$ cat src/mmc_pkg.sv
/*
 Shared definitions for the SPI-mode MMC/SD block device.
 A block is 512 bytes and travels as 256 words, low byte first.
*/
package mmc_pkg;

   // host command codes
   typedef enum logic [1:0] {
      bd_reset = 2'b00,
      bd_read  = 2'b01,
      bd_write = 2'b10,
      bd_none  = 2'b11
   } bd_cmd_t;

   typedef enum logic [5:0] {
      cmd_go_idle      = 6'd0,
      cmd_send_op      = 6'd1,
      cmd_set_blocklen = 6'd16,
      cmd_read_single  = 6'd17,
      cmd_write_single = 6'd24
   } mmc_cmd_index_t;

   // R1 reply, msb first on the wire
   typedef struct packed {
      logic start;
      logic param_err;
      logic addr_err;
      logic erase_seq_err;
      logic crc_err;
      logic illegal_cmd;
      logic erase_reset;
      logic idle;
   } mmc_r1_t;

   // data response token after a write block
   typedef struct packed {
      logic [2:0] unused;
      logic       zero;
      logic [2:0] status;
      logic       end_bit;
   } mmc_dresp_t;

   typedef union packed {
      mmc_r1_t    r1;
      mmc_dresp_t dresp;
   } mmc_resp_u;

   localparam logic [7:0] token_start_block = 8'hfe;
   localparam logic [2:0] dresp_accepted    = 3'b010;

   localparam int frame_bytes     = 6;
   // 80 idle clocks with CS high at power-up
   localparam int power_up_bytes  = 10;
   localparam int block_bytes     = 512;
   localparam int words_per_block = block_bytes / 2;

endpackage

$ cat src/mmc_byte_if.sv
/*
 Byte handshake between the block sequencer and the SPI engine.
 op_valid is held with its data until op_done, then dropped for a cycle.
*/
interface mmc_byte_if;

   logic       op_valid;
   // 0 transfers tx_byte, 1 raises CS and clocks 8 idle bits
   logic       op_kind;
   logic [7:0] tx_byte;
   logic       op_done;
   // valid with op_done
   logic [7:0] rx_byte;

   modport ctrl (
      output op_valid,
      output op_kind,
      output tx_byte,
      input  op_done,
      input  rx_byte
   );

   modport phy (
      input  op_valid,
      input  op_kind,
      input  tx_byte,
      output op_done,
      output rx_byte
   );

endinterface

$ cat src/mmc_spi_byte.sv
/*
 SPI mode 0 byte engine, msb first. SCLK half period is clk_div clocks.
 CS falls with a transfer and rises only with a release.
*/
module mmc_spi_byte #(
   parameter int clk_div = 2
) (
   input  logic    clk,
   input  logic    reset,
   mmc_byte_if.phy bus,
   input  logic    mmc_di,
   output logic    mmc_do,
   output logic    mmc_cs,
   output logic    mmc_sclk
);

   localparam int div_w = (clk_div > 1) ? $clog2(clk_div) : 1;

   logic             busy;
   logic             done;
   logic             accept;
   logic             tick;
   logic [div_w-1:0] div_cnt;
   logic [3:0]       half_cnt;
   logic [7:0]       tx_sh;
   logic [7:0]       rx_sh;

   // no new op in the done cycle, op_valid is still up then
   assign accept = !busy && bus.op_valid && !done;
   assign tick   = (div_cnt == div_w'(clk_div - 1));

   assign bus.op_done = done;
   assign bus.rx_byte = rx_sh;

   always_ff @(posedge clk)
   begin
      if (reset)
      begin
         busy     <= 1'b0;
         done     <= 1'b0;
         div_cnt  <= '0;
         half_cnt <= '0;
         mmc_cs   <= 1'b1;
         mmc_sclk <= 1'b0;
         mmc_do   <= 1'b1;
      end
      else
      begin
         done <= 1'b0;
         if (accept)
         begin
            busy     <= 1'b1;
            div_cnt  <= '0;
            half_cnt <= '0;
            mmc_cs   <= bus.op_kind;
            mmc_do   <= bus.op_kind ? 1'b1 : bus.tx_byte[7];
         end
         else if (busy && tick)
         begin
            div_cnt  <= '0;
            mmc_sclk <= ~mmc_sclk;
            half_cnt <= half_cnt + 4'd1;
            // next bit goes out on the falling edge
            if (mmc_sclk)
               mmc_do <= tx_sh[6];
            if (half_cnt == 4'd15)
            begin
               busy <= 1'b0;
               done <= 1'b1;
            end
         end
         else if (busy)
            div_cnt <= div_cnt + 1'b1;
      end
   end

   always_ff @(posedge clk)
   begin
      if (accept)
         tx_sh <= bus.op_kind ? 8'hff : bus.tx_byte;
      else if (busy && tick && mmc_sclk)
         tx_sh <= {tx_sh[6:0], 1'b1};
      // sample on the rising edge
      if (busy && tick && !mmc_sclk)
         rx_sh <= {rx_sh[6:0], mmc_di};
   end

   // request held steady until its op_done
   assert property (@(posedge clk) disable iff (reset)
      bus.op_valid && !bus.op_done
      |=> bus.op_valid && $stable(bus.op_kind) && $stable(bus.tx_byte));

endmodule

$ cat src/mmc_word_fifo.sv
/*
 Synchronous FIFO of 2**addr_bits 16-bit words.
 pop_data shows the head word before the pop.
 Push when full and pop when empty are not allowed.
*/
module mmc_word_fifo #(
   parameter int addr_bits = 4
) (
   input  logic        clk,
   input  logic        reset,
   input  logic        push,
   input  logic [15:0] push_data,
   output logic        full,
   input  logic        pop,
   output logic [15:0] pop_data,
   output logic        empty
);

   localparam int depth = 2 ** addr_bits;

   logic [15:0]          mem [depth];
   logic [addr_bits-1:0] wr_ptr;
   logic [addr_bits-1:0] rd_ptr;
   logic [addr_bits:0]   count;

   assign pop_data = mem[rd_ptr];
   assign empty    = (count == '0);
   assign full     = (count == (addr_bits + 1)'(depth));

   always_ff @(posedge clk)
   begin
      if (reset)
      begin
         wr_ptr <= '0;
         rd_ptr <= '0;
         count  <= '0;
      end
      else
      begin
         if (push)
            wr_ptr <= wr_ptr + 1'b1;
         if (pop)
            rd_ptr <= rd_ptr + 1'b1;
         case ({push, pop})
            2'b10:   count <= count + 1'b1;
            2'b01:   count <= count - 1'b1;
            default: count <= count;
         endcase
      end
   end

   always_ff @(posedge clk)
   begin
      if (push)
         mem[wr_ptr] <= push_data;
   end

   assert property (@(posedge clk) disable iff (reset) push |-> !full);
   assert property (@(posedge clk) disable iff (reset) pop |-> !empty);

endmodule

$ cat src/mmc_block_ctrl.sv
/*
 MMC/SD command sequencer in SPI mode, one 512-byte block per command.
 CRC is not checked. A read or write before any reset runs card init first.
 err holds until the next accepted start.
*/
module mmc_block_ctrl (
   input  logic             clk,
   input  logic             reset,
   input  mmc_pkg::bd_cmd_t cmd,
   input  logic             start,
   input  logic [22:0]      addr,
   output logic             bsy,
   output logic             err,
   mmc_byte_if.ctrl         bus,
   output logic             rf_push,
   output logic [15:0]      rf_data,
   input  logic             rf_full,
   output logic             wf_pop,
   input  logic [15:0]      wf_data,
   input  logic             wf_empty
);

   import mmc_pkg::*;

   localparam logic [3:0]
      s_idle     = 4'd0,
      s_power    = 4'd1,
      s_frame    = 4'd2,
      s_r1       = 4'd3,
      s_rd_token = 4'd4,
      s_rd_lo    = 4'd5,
      s_rd_hi    = 4'd6,
      s_rd_crc   = 4'd7,
      s_wr_token = 4'd8,
      s_wr_lo    = 4'd9,
      s_wr_hi    = 4'd10,
      s_wr_crc   = 4'd11,
      s_wr_dresp = 4'd12,
      s_wr_busy  = 4'd13,
      s_release  = 4'd14,
      s_done     = 4'd15;

   logic [3:0]     state;
   logic [3:0]     rel_next;
   bd_cmd_t        cmd_hold;
   mmc_cmd_index_t cur_idx;
   logic [31:0]    byte_addr;
   logic           inited;
   logic [3:0]     cnt;
   logic [7:0]     word_cnt;
   logic [7:0]     lo_byte;
   logic           byte_gap;
   logic           want;
   logic           last_word;
   mmc_resp_u      resp;
   logic [31:0]    cmd_arg;
   logic [47:0]    frame;
   logic [7:0]     frame_byte;

   assign resp      = bus.rx_byte;
   assign bsy       = (state != s_idle);
   assign last_word = (word_cnt == 8'(words_per_block - 1));

   assign rf_push = (state == s_rd_hi) && bus.op_done;
   assign rf_data = {bus.rx_byte, lo_byte};
   assign wf_pop  = (state == s_wr_hi) && bus.op_done;

   // one idle cycle after each op_done
   assign bus.op_valid = want && !byte_gap;

   always_comb
   begin
      case (cur_idx)
         cmd_read_single, cmd_write_single: cmd_arg = byte_addr;
         cmd_set_blocklen:                  cmd_arg = 32'(block_bytes);
         default:                           cmd_arg = '0;
      endcase
      frame = {2'b01, cur_idx, cmd_arg, (cur_idx == cmd_go_idle) ? 8'h95 : 8'h01};
      case (cnt[2:0])
         3'd0:    frame_byte = frame[47:40];
         3'd1:    frame_byte = frame[39:32];
         3'd2:    frame_byte = frame[31:24];
         3'd3:    frame_byte = frame[23:16];
         3'd4:    frame_byte = frame[15:8];
         default: frame_byte = frame[7:0];
      endcase
   end

   always_comb
   begin
      want        = 1'b1;
      bus.op_kind = 1'b0;
      bus.tx_byte = 8'hff;
      case (state)
         s_idle, s_done: want = 1'b0;
         s_power, s_release: bus.op_kind = 1'b1;
         s_frame: bus.tx_byte = frame_byte;
         // stall SCLK until there is room for a whole word
         s_rd_lo: want = !rf_full;
         s_wr_token: bus.tx_byte = token_start_block;
         s_wr_lo:
         begin
            want        = !wf_empty;
            bus.tx_byte = wf_data[7:0];
         end
         s_wr_hi: bus.tx_byte = wf_data[15:8];
         default: want = 1'b1;
      endcase
   end

   always_ff @(posedge clk)
   begin
      if (state == s_idle && start)
         byte_addr <= {addr, 9'b0};
      if (state == s_rd_lo && bus.op_done)
         lo_byte <= bus.rx_byte;
   end

   always_ff @(posedge clk)
   begin
      if (reset)
      begin
         state    <= s_idle;
         rel_next <= s_idle;
         cmd_hold <= bd_none;
         cur_idx  <= cmd_go_idle;
         inited   <= 1'b0;
         err      <= 1'b0;
         cnt      <= '0;
         word_cnt <= '0;
         byte_gap <= 1'b0;
      end
      else
      begin
         byte_gap <= bus.op_done;
         case (state)
            s_idle:
               if (start)
               begin
                  cmd_hold <= cmd;
                  err      <= 1'b0;
                  cnt      <= '0;
                  cur_idx  <= (cmd == bd_write) ? cmd_write_single : cmd_read_single;
                  case (cmd)
                     bd_reset:          state <= s_power;
                     bd_read, bd_write: state <= inited ? s_frame : s_power;
                     default:           state <= s_done;
                  endcase
               end
            s_power:
               if (bus.op_done)
               begin
                  cnt <= cnt + 4'd1;
                  if (cnt == 4'(power_up_bytes - 1))
                  begin
                     cnt     <= '0;
                     cur_idx <= cmd_go_idle;
                     state   <= s_frame;
                  end
               end
            s_frame:
               if (bus.op_done)
               begin
                  cnt <= cnt + 4'd1;
                  if (cnt == 4'(frame_bytes - 1))
                  begin
                     cnt   <= '0;
                     state <= s_r1;
                  end
               end
            // poll until the start bit clears
            s_r1:
               if (bus.op_done && !resp.r1.start)
               begin
                  state    <= s_release;
                  rel_next <= s_idle;
                  case (cur_idx)
                     cmd_go_idle:
                        if (bus.rx_byte == 8'h01)
                        begin
                           cur_idx  <= cmd_send_op;
                           rel_next <= s_frame;
                        end
                        else
                           err <= 1'b1;
                     cmd_send_op:
                        if (bus.rx_byte == 8'h00)
                        begin
                           cur_idx  <= cmd_set_blocklen;
                           rel_next <= s_frame;
                        end
                        else if (resp.r1.idle && bus.rx_byte[7:1] == 7'd0)
                           rel_next <= s_frame;
                        else
                           err <= 1'b1;
                     cmd_set_blocklen:
                        if (bus.rx_byte == 8'h00)
                        begin
                           inited <= 1'b1;
                           // automatic init goes on to the block command
                           if (cmd_hold != bd_reset)
                           begin
                              cur_idx  <= (cmd_hold == bd_write) ? cmd_write_single
                                                                 : cmd_read_single;
                              rel_next <= s_frame;
                           end
                        end
                        else
                           err <= 1'b1;
                     default:
                        if (bus.rx_byte == 8'h00)
                           state <= (cur_idx == cmd_write_single) ? s_wr_token : s_rd_token;
                        else
                           err <= 1'b1;
                  endcase
               end
            s_rd_token:
               if (bus.op_done)
               begin
                  word_cnt <= '0;
                  if (bus.rx_byte == token_start_block)
                     state <= s_rd_lo;
                  else if (bus.rx_byte != 8'hff)
                  begin
                     err      <= 1'b1;
                     rel_next <= s_idle;
                     state    <= s_release;
                  end
               end
            s_rd_lo, s_wr_lo:
               if (bus.op_done)
                  state <= (state == s_rd_lo) ? s_rd_hi : s_wr_hi;
            s_rd_hi, s_wr_hi:
               if (bus.op_done)
               begin
                  word_cnt <= word_cnt + 8'd1;
                  cnt      <= '0;
                  if (state == s_rd_hi)
                     state <= last_word ? s_rd_crc : s_rd_lo;
                  else
                     state <= last_word ? s_wr_crc : s_wr_lo;
               end
            s_rd_crc:
               if (bus.op_done)
               begin
                  cnt <= cnt + 4'd1;
                  if (cnt == 4'd1)
                  begin
                     rel_next <= s_idle;
                     state    <= s_release;
                  end
               end
            s_wr_token:
               if (bus.op_done)
               begin
                  word_cnt <= '0;
                  state    <= s_wr_lo;
               end
            s_wr_crc:
               if (bus.op_done)
               begin
                  cnt <= cnt + 4'd1;
                  if (cnt == 4'd1)
                     state <= s_wr_dresp;
               end
            s_wr_dresp:
               if (bus.op_done && !resp.dresp.zero && resp.dresp.end_bit)
               begin
                  if (resp.dresp.status != dresp_accepted)
                     err <= 1'b1;
                  state <= s_wr_busy;
               end
            // card holds the line low while programming
            s_wr_busy:
               if (bus.op_done && bus.rx_byte != 8'h00)
               begin
                  rel_next <= s_idle;
                  state    <= s_release;
               end
            s_release:
               if (bus.op_done)
               begin
                  cnt   <= '0;
                  state <= rel_next;
               end
            default: state <= s_idle;
         endcase
      end
   end

   // a begun byte pair never overruns or underruns its FIFO
   assert property (@(posedge clk) disable iff (reset)
      state == s_rd_hi |-> !rf_full);
   assert property (@(posedge clk) disable iff (reset)
      state == s_wr_hi |-> !wf_empty);

endmodule

$ cat src/mmc_block_dev.sv
/*
 SPI MMC/SD block device with a 16-bit host word port.
 One 512-byte block per read or write, words packed low byte first.
 FIFOs hold 2**fifo_addr_bits words; SCLK stalls when they block.
*/
module mmc_block_dev #(
   parameter int clk_div        = 2,
   parameter int fifo_addr_bits = 4
) (
   input  logic             clk,
   input  logic             reset,
   input  mmc_pkg::bd_cmd_t cmd,
   input  logic             start,
   input  logic [22:0]      addr,
   output logic             bsy,
   output logic             rdy,
   output logic             err,
   output logic             iordy,
   input  logic [15:0]      data_in,
   output logic [15:0]      data_out,
   input  logic             rd,
   input  logic             wr,
   output logic             mmc_cs,
   output logic             mmc_do,
   output logic             mmc_sclk,
   input  logic             mmc_di
);

   logic        rf_push;
   logic [15:0] rf_data;
   logic        rf_full;
   logic        rf_empty;
   logic        wf_pop;
   logic [15:0] wf_data;
   logic        wf_full;
   logic        wf_empty;

   mmc_byte_if byte_bus ();

   assign rdy   = !wf_full;
   assign iordy = !rf_empty;

   mmc_block_ctrl u_ctrl (
      .clk      (clk),
      .reset    (reset),
      .cmd      (cmd),
      .start    (start),
      .addr     (addr),
      .bsy      (bsy),
      .err      (err),
      .bus      (byte_bus.ctrl),
      .rf_push  (rf_push),
      .rf_data  (rf_data),
      .rf_full  (rf_full),
      .wf_pop   (wf_pop),
      .wf_data  (wf_data),
      .wf_empty (wf_empty)
   );

   mmc_spi_byte #(
      .clk_div (clk_div)
   ) u_spi (
      .clk      (clk),
      .reset    (reset),
      .bus      (byte_bus.phy),
      .mmc_di   (mmc_di),
      .mmc_do   (mmc_do),
      .mmc_cs   (mmc_cs),
      .mmc_sclk (mmc_sclk)
   );

   // card to host
   mmc_word_fifo #(
      .addr_bits (fifo_addr_bits)
   ) u_read_fifo (
      .clk       (clk),
      .reset     (reset),
      .push      (rf_push),
      .push_data (rf_data),
      .full      (rf_full),
      .pop       (rd),
      .pop_data  (data_out),
      .empty     (rf_empty)
   );

   // host to card
   mmc_word_fifo #(
      .addr_bits (fifo_addr_bits)
   ) u_write_fifo (
      .clk       (clk),
      .reset     (reset),
      .push      (wr),
      .push_data (data_in),
      .full      (wf_full),
      .pop       (wf_pop),
      .pop_data  (wf_data),
      .empty     (wf_empty)
   );

endmodule

$ cat config.mk
export PLATFORM = sky130hd
export DESIGN_NAME = mmc_block_dev
export DESIGN_NICKNAME = d
export VERILOG_FILES = /design/src/mmc_pkg.sv /design/src/mmc_byte_if.sv /design/src/mmc_spi_byte.sv /design/src/mmc_word_fifo.sv /design/src/mmc_block_ctrl.sv /design/src/mmc_block_dev.sv
export SDC_FILE = /design/constraint.sdc
export NUM_CORES = 1
export LEC_CHECK = 0
export BUFFER_PORTS_ARGS = -buffer_cell sky130_fd_sc_hd__buf_4
export CAP_MARGIN = 20
export CORE_ASPECT_RATIO = 1.2
export CORE_MARGIN = 1
export CORE_UTILIZATION = 29
export CTS_CLUSTER_SIZE = 28
export DETAILED_ROUTE_END_ITERATION = 6
export MAX_ROUTING_LAYER = met4
export PLACE_DENSITY = 0.42
export SLEW_MARGIN = 15
export SYNTH_ARGS = -nofsm -noshare
export SYNTH_HDL_FRONTEND = slang
export SYNTH_SLANG_ARGS = --single-unit
$ cat constraint.sdc
create_clock -name clk -period 3.6 [get_ports clk]
set_clock_uncertainty 0.1 [all_clocks]
set_input_delay 0.54 -clock clk [delete_from_list [all_inputs] [get_ports clk]]
set_output_delay 0.54 -clock clk [all_outputs]
set_load 0.02 [all_outputs]
==> metrics <==
final setup vio count=0; Mapped Avg Cell Area=around 18 um^2; Seq/Total Area, Yosys=71.2%; top-area cell type share of the netlist area=65.8%; slew margin rel.=roughly 34%; Slew Limit Fails=0; die height=327 um; dpl ws=approximately 650 ps; Startpoint Class=register; Reg clk slew, reported paths=about 60 ps; worst slew pin tran=992 ps; drt total wl=approximately 66 mm; Synth Cell Area=0.0255 mm^2; routed len/inst=about 24 um; Clock Root Buffer=clkbuf_16; RD Place Congestion=approximately 0.79; Initial Util=29.4%; die area=just under 0.09 mm^2; GR Overflow Total=0; Slowest cell on crit path=dfxtp_4; min Tclk post-route=approximately 3400 ps; via/cell ratio=4.84; top cells by count, synth=edfxtp_1 (558), mux4_2 (144), nor2_1 (100), dfxtp_1 (69), a21oi_1 (41); syn_nets=between 1000 and 1500; Synth async-reset ratio=0%; Filler cells=8159; CTS Buf Count=70; worst hold path depth=1; global-route wire length before repair=between 90 and 100 mm; kind of critical path=register to primary output; CP arrival=2770 ps; area of the core=between 0.08 and 0.09 mm^2; Die X=~270 um; Power Dens Cells=568 mW/mm^2; pin count of the biggest net entering global routing=between 60 and 70; Clk Latency, worst-skew pair=610 ps; static leakage=9.51 nW; Pwr Total=between 15 and 20 mW; GRT Util Overall=15.4%; Worst Setup End Kind=primary output; Area Overhead vs Synth=18.4%; max frequency=~290 MHz; number of I/O port buffers=69; R2R depth=11; Yosys reg bits=~630; Hold Slack=a little under 40 ps; share of cells above drive strength 1=26.3%; drt pass-1 iters=5; CTS tree=built; Setup TNS Final=0 ps; antenna violations before repair=1; Initial DRC Count=between 800 and 900; number of global-route vias before repair=~14000; unrepaired setup endpoints after global routing=no; final net count=1643; worst endpoint required time=2960 ps; area leader, netlist=edfxtp_1; final-report hold violation count=0; PnR worst setup slack=194 ps; CTS max path bufs=3; maximum vdd drop=0.388 mV; HP Class=input port to register; H-tree depth=3; Worst path most repeated cell=mux4_2; detailed placement HPWL=40.6 mm; Core Rows=about 120; Cells after Synth=1410; cells along the critical path=buf_12 -> mux4_2 -> mux4_2 -> buf_4; Crit Path Max Fanout=28; top post-synthesis cells by area=edfxtp_1 (66%), mux4_2 (13%), dfxtp_1 (5.4%); max-cap violation count=0; Synth Flop Type=edfxtp_1; outcome=completed; Cell variety after synth=82; Vias=~13000; # clock sinks=between 600 and 700; # IOs=70; CP max stage delay=between 500 and 600 ps; period utilisation layout=between 90% and 100%; Post-synth EDFFs=558; top-count cell post-synth=edfxtp_1; Detail Route Antenna Nets=0; YS warnings=0; # DRC=0
critical path, delay by kind of cell, from the launching register on:
kind                   cells  cell delay (ps)
multiplexers               2             1100
buffers and inverters      2              490
flip-flops                 1              550
final cells by class:
type	count	area (um^2)	share of cell area (%)
Antenna cell	1	2.50	0.00830
Clock buffer	90	1860	6.17
Clock inverter	34	265	0.880
Inverter	26	97.6	0.324
Multi-Input combinational cell	678	6900	22.9
Sequential cell	627	18100	60.2
Tap cell	1140	1430	4.73
Timing Repair Buffer	163	1440	4.77
kinds of logic after synthesis:
| logic type | share of synthesized area [%] |
|---|---|
| fa+ha+maj | 1.53 |
| buf+inv | 1.86 |
| simple gates | 5.73 |
| flops | 71.2 |
| xor+xnor | 1.14 |
| mux | 14.2 |
| compound gates | 4.33 |
path summary, 6_finish.rpt:
check	end	from	slack, ps
min	u_spi.bus.rx_byte[0]$_DFFE_PP_	mmc_di	40
min reg2reg	u_ctrl.inited$_SDFFE_PP0P_	u_ctrl.inited$_SDFFE_PP0P_	370
max reg2reg	u_write_fifo.count[4]$_SDFFE_PP0P_	u_ctrl.state[1]$_SDFFE_PP0P_	650
max	data_out[14]	register	190
stage by stage:
stage / instance area (um^2) / util, % / std cells
final: 30100 / 34.8 / 2759
after CTS: 30100 / 34.8 / 2758
after global routing: 30100 / 34.8 / 2759
after floorplan: 25500 / - / 1410
after detailed placement: 27800 / 32.1 / 2614
after global placement: 27800 / 32.1 / 2614
report_power, final:
group,switching [mW],total (mW),internal (mW)
sequential,0.199,8.38,8.18
combinational,1.19,1.99,0.804
clock,2.87,6.74,3.87
total,4.26,17.1,12.9
layout by cell type (no fill, tap or decap), drive strengths merged, types with 28 or more instances in the layout:
| master | synthesis | layout |
|---|---|---|
| nand2 | 38 | 38 |
| mux2i | 33 | 33 |
| edfxtp | 558 | 558 |
| nor2 | 100 | 100 |
| clkinv | 1 | 29 |
| mux4 | 144 | 144 |
| inv | 25 | 28 |
| ha | 28 | 28 |
| dfxtp | 69 | 69 |
| a21oi | 42 | 42 |
| clkbuf | 32 | 90 |
| buf | 47 | 143 |
flip-flops by register name (all words and copies together), names as in the netlist, 5 cells and up, named ones only:
name	flops
u_read_fifo.mem	256
u_write_fifo.mem	256
u_ctrl.byte_addr	23
u_ctrl.lo_byte	8
u_ctrl.word_cnt	8
u_spi.bus.rx_byte	8
u_spi.tx_sh	7
u_read_fifo.count	5
u_write_fifo.count	5
repair_timing:
action                    CTS  global route
hold endpoints to repair   20             0
gates resized for setup     0             0
hold buffers               20             0
setup buffers               0             0
metal layers:
metal,vias to the layer above,part of all wire (%),track usage [%]
met5,-,0,-
li1,5981,-,-
met4,0,2.0,4.10
met2,246,54,27.7
met1,7055,40,17.5
met3,76,3.8,2.73
Power figures use the tool's default switching activity.
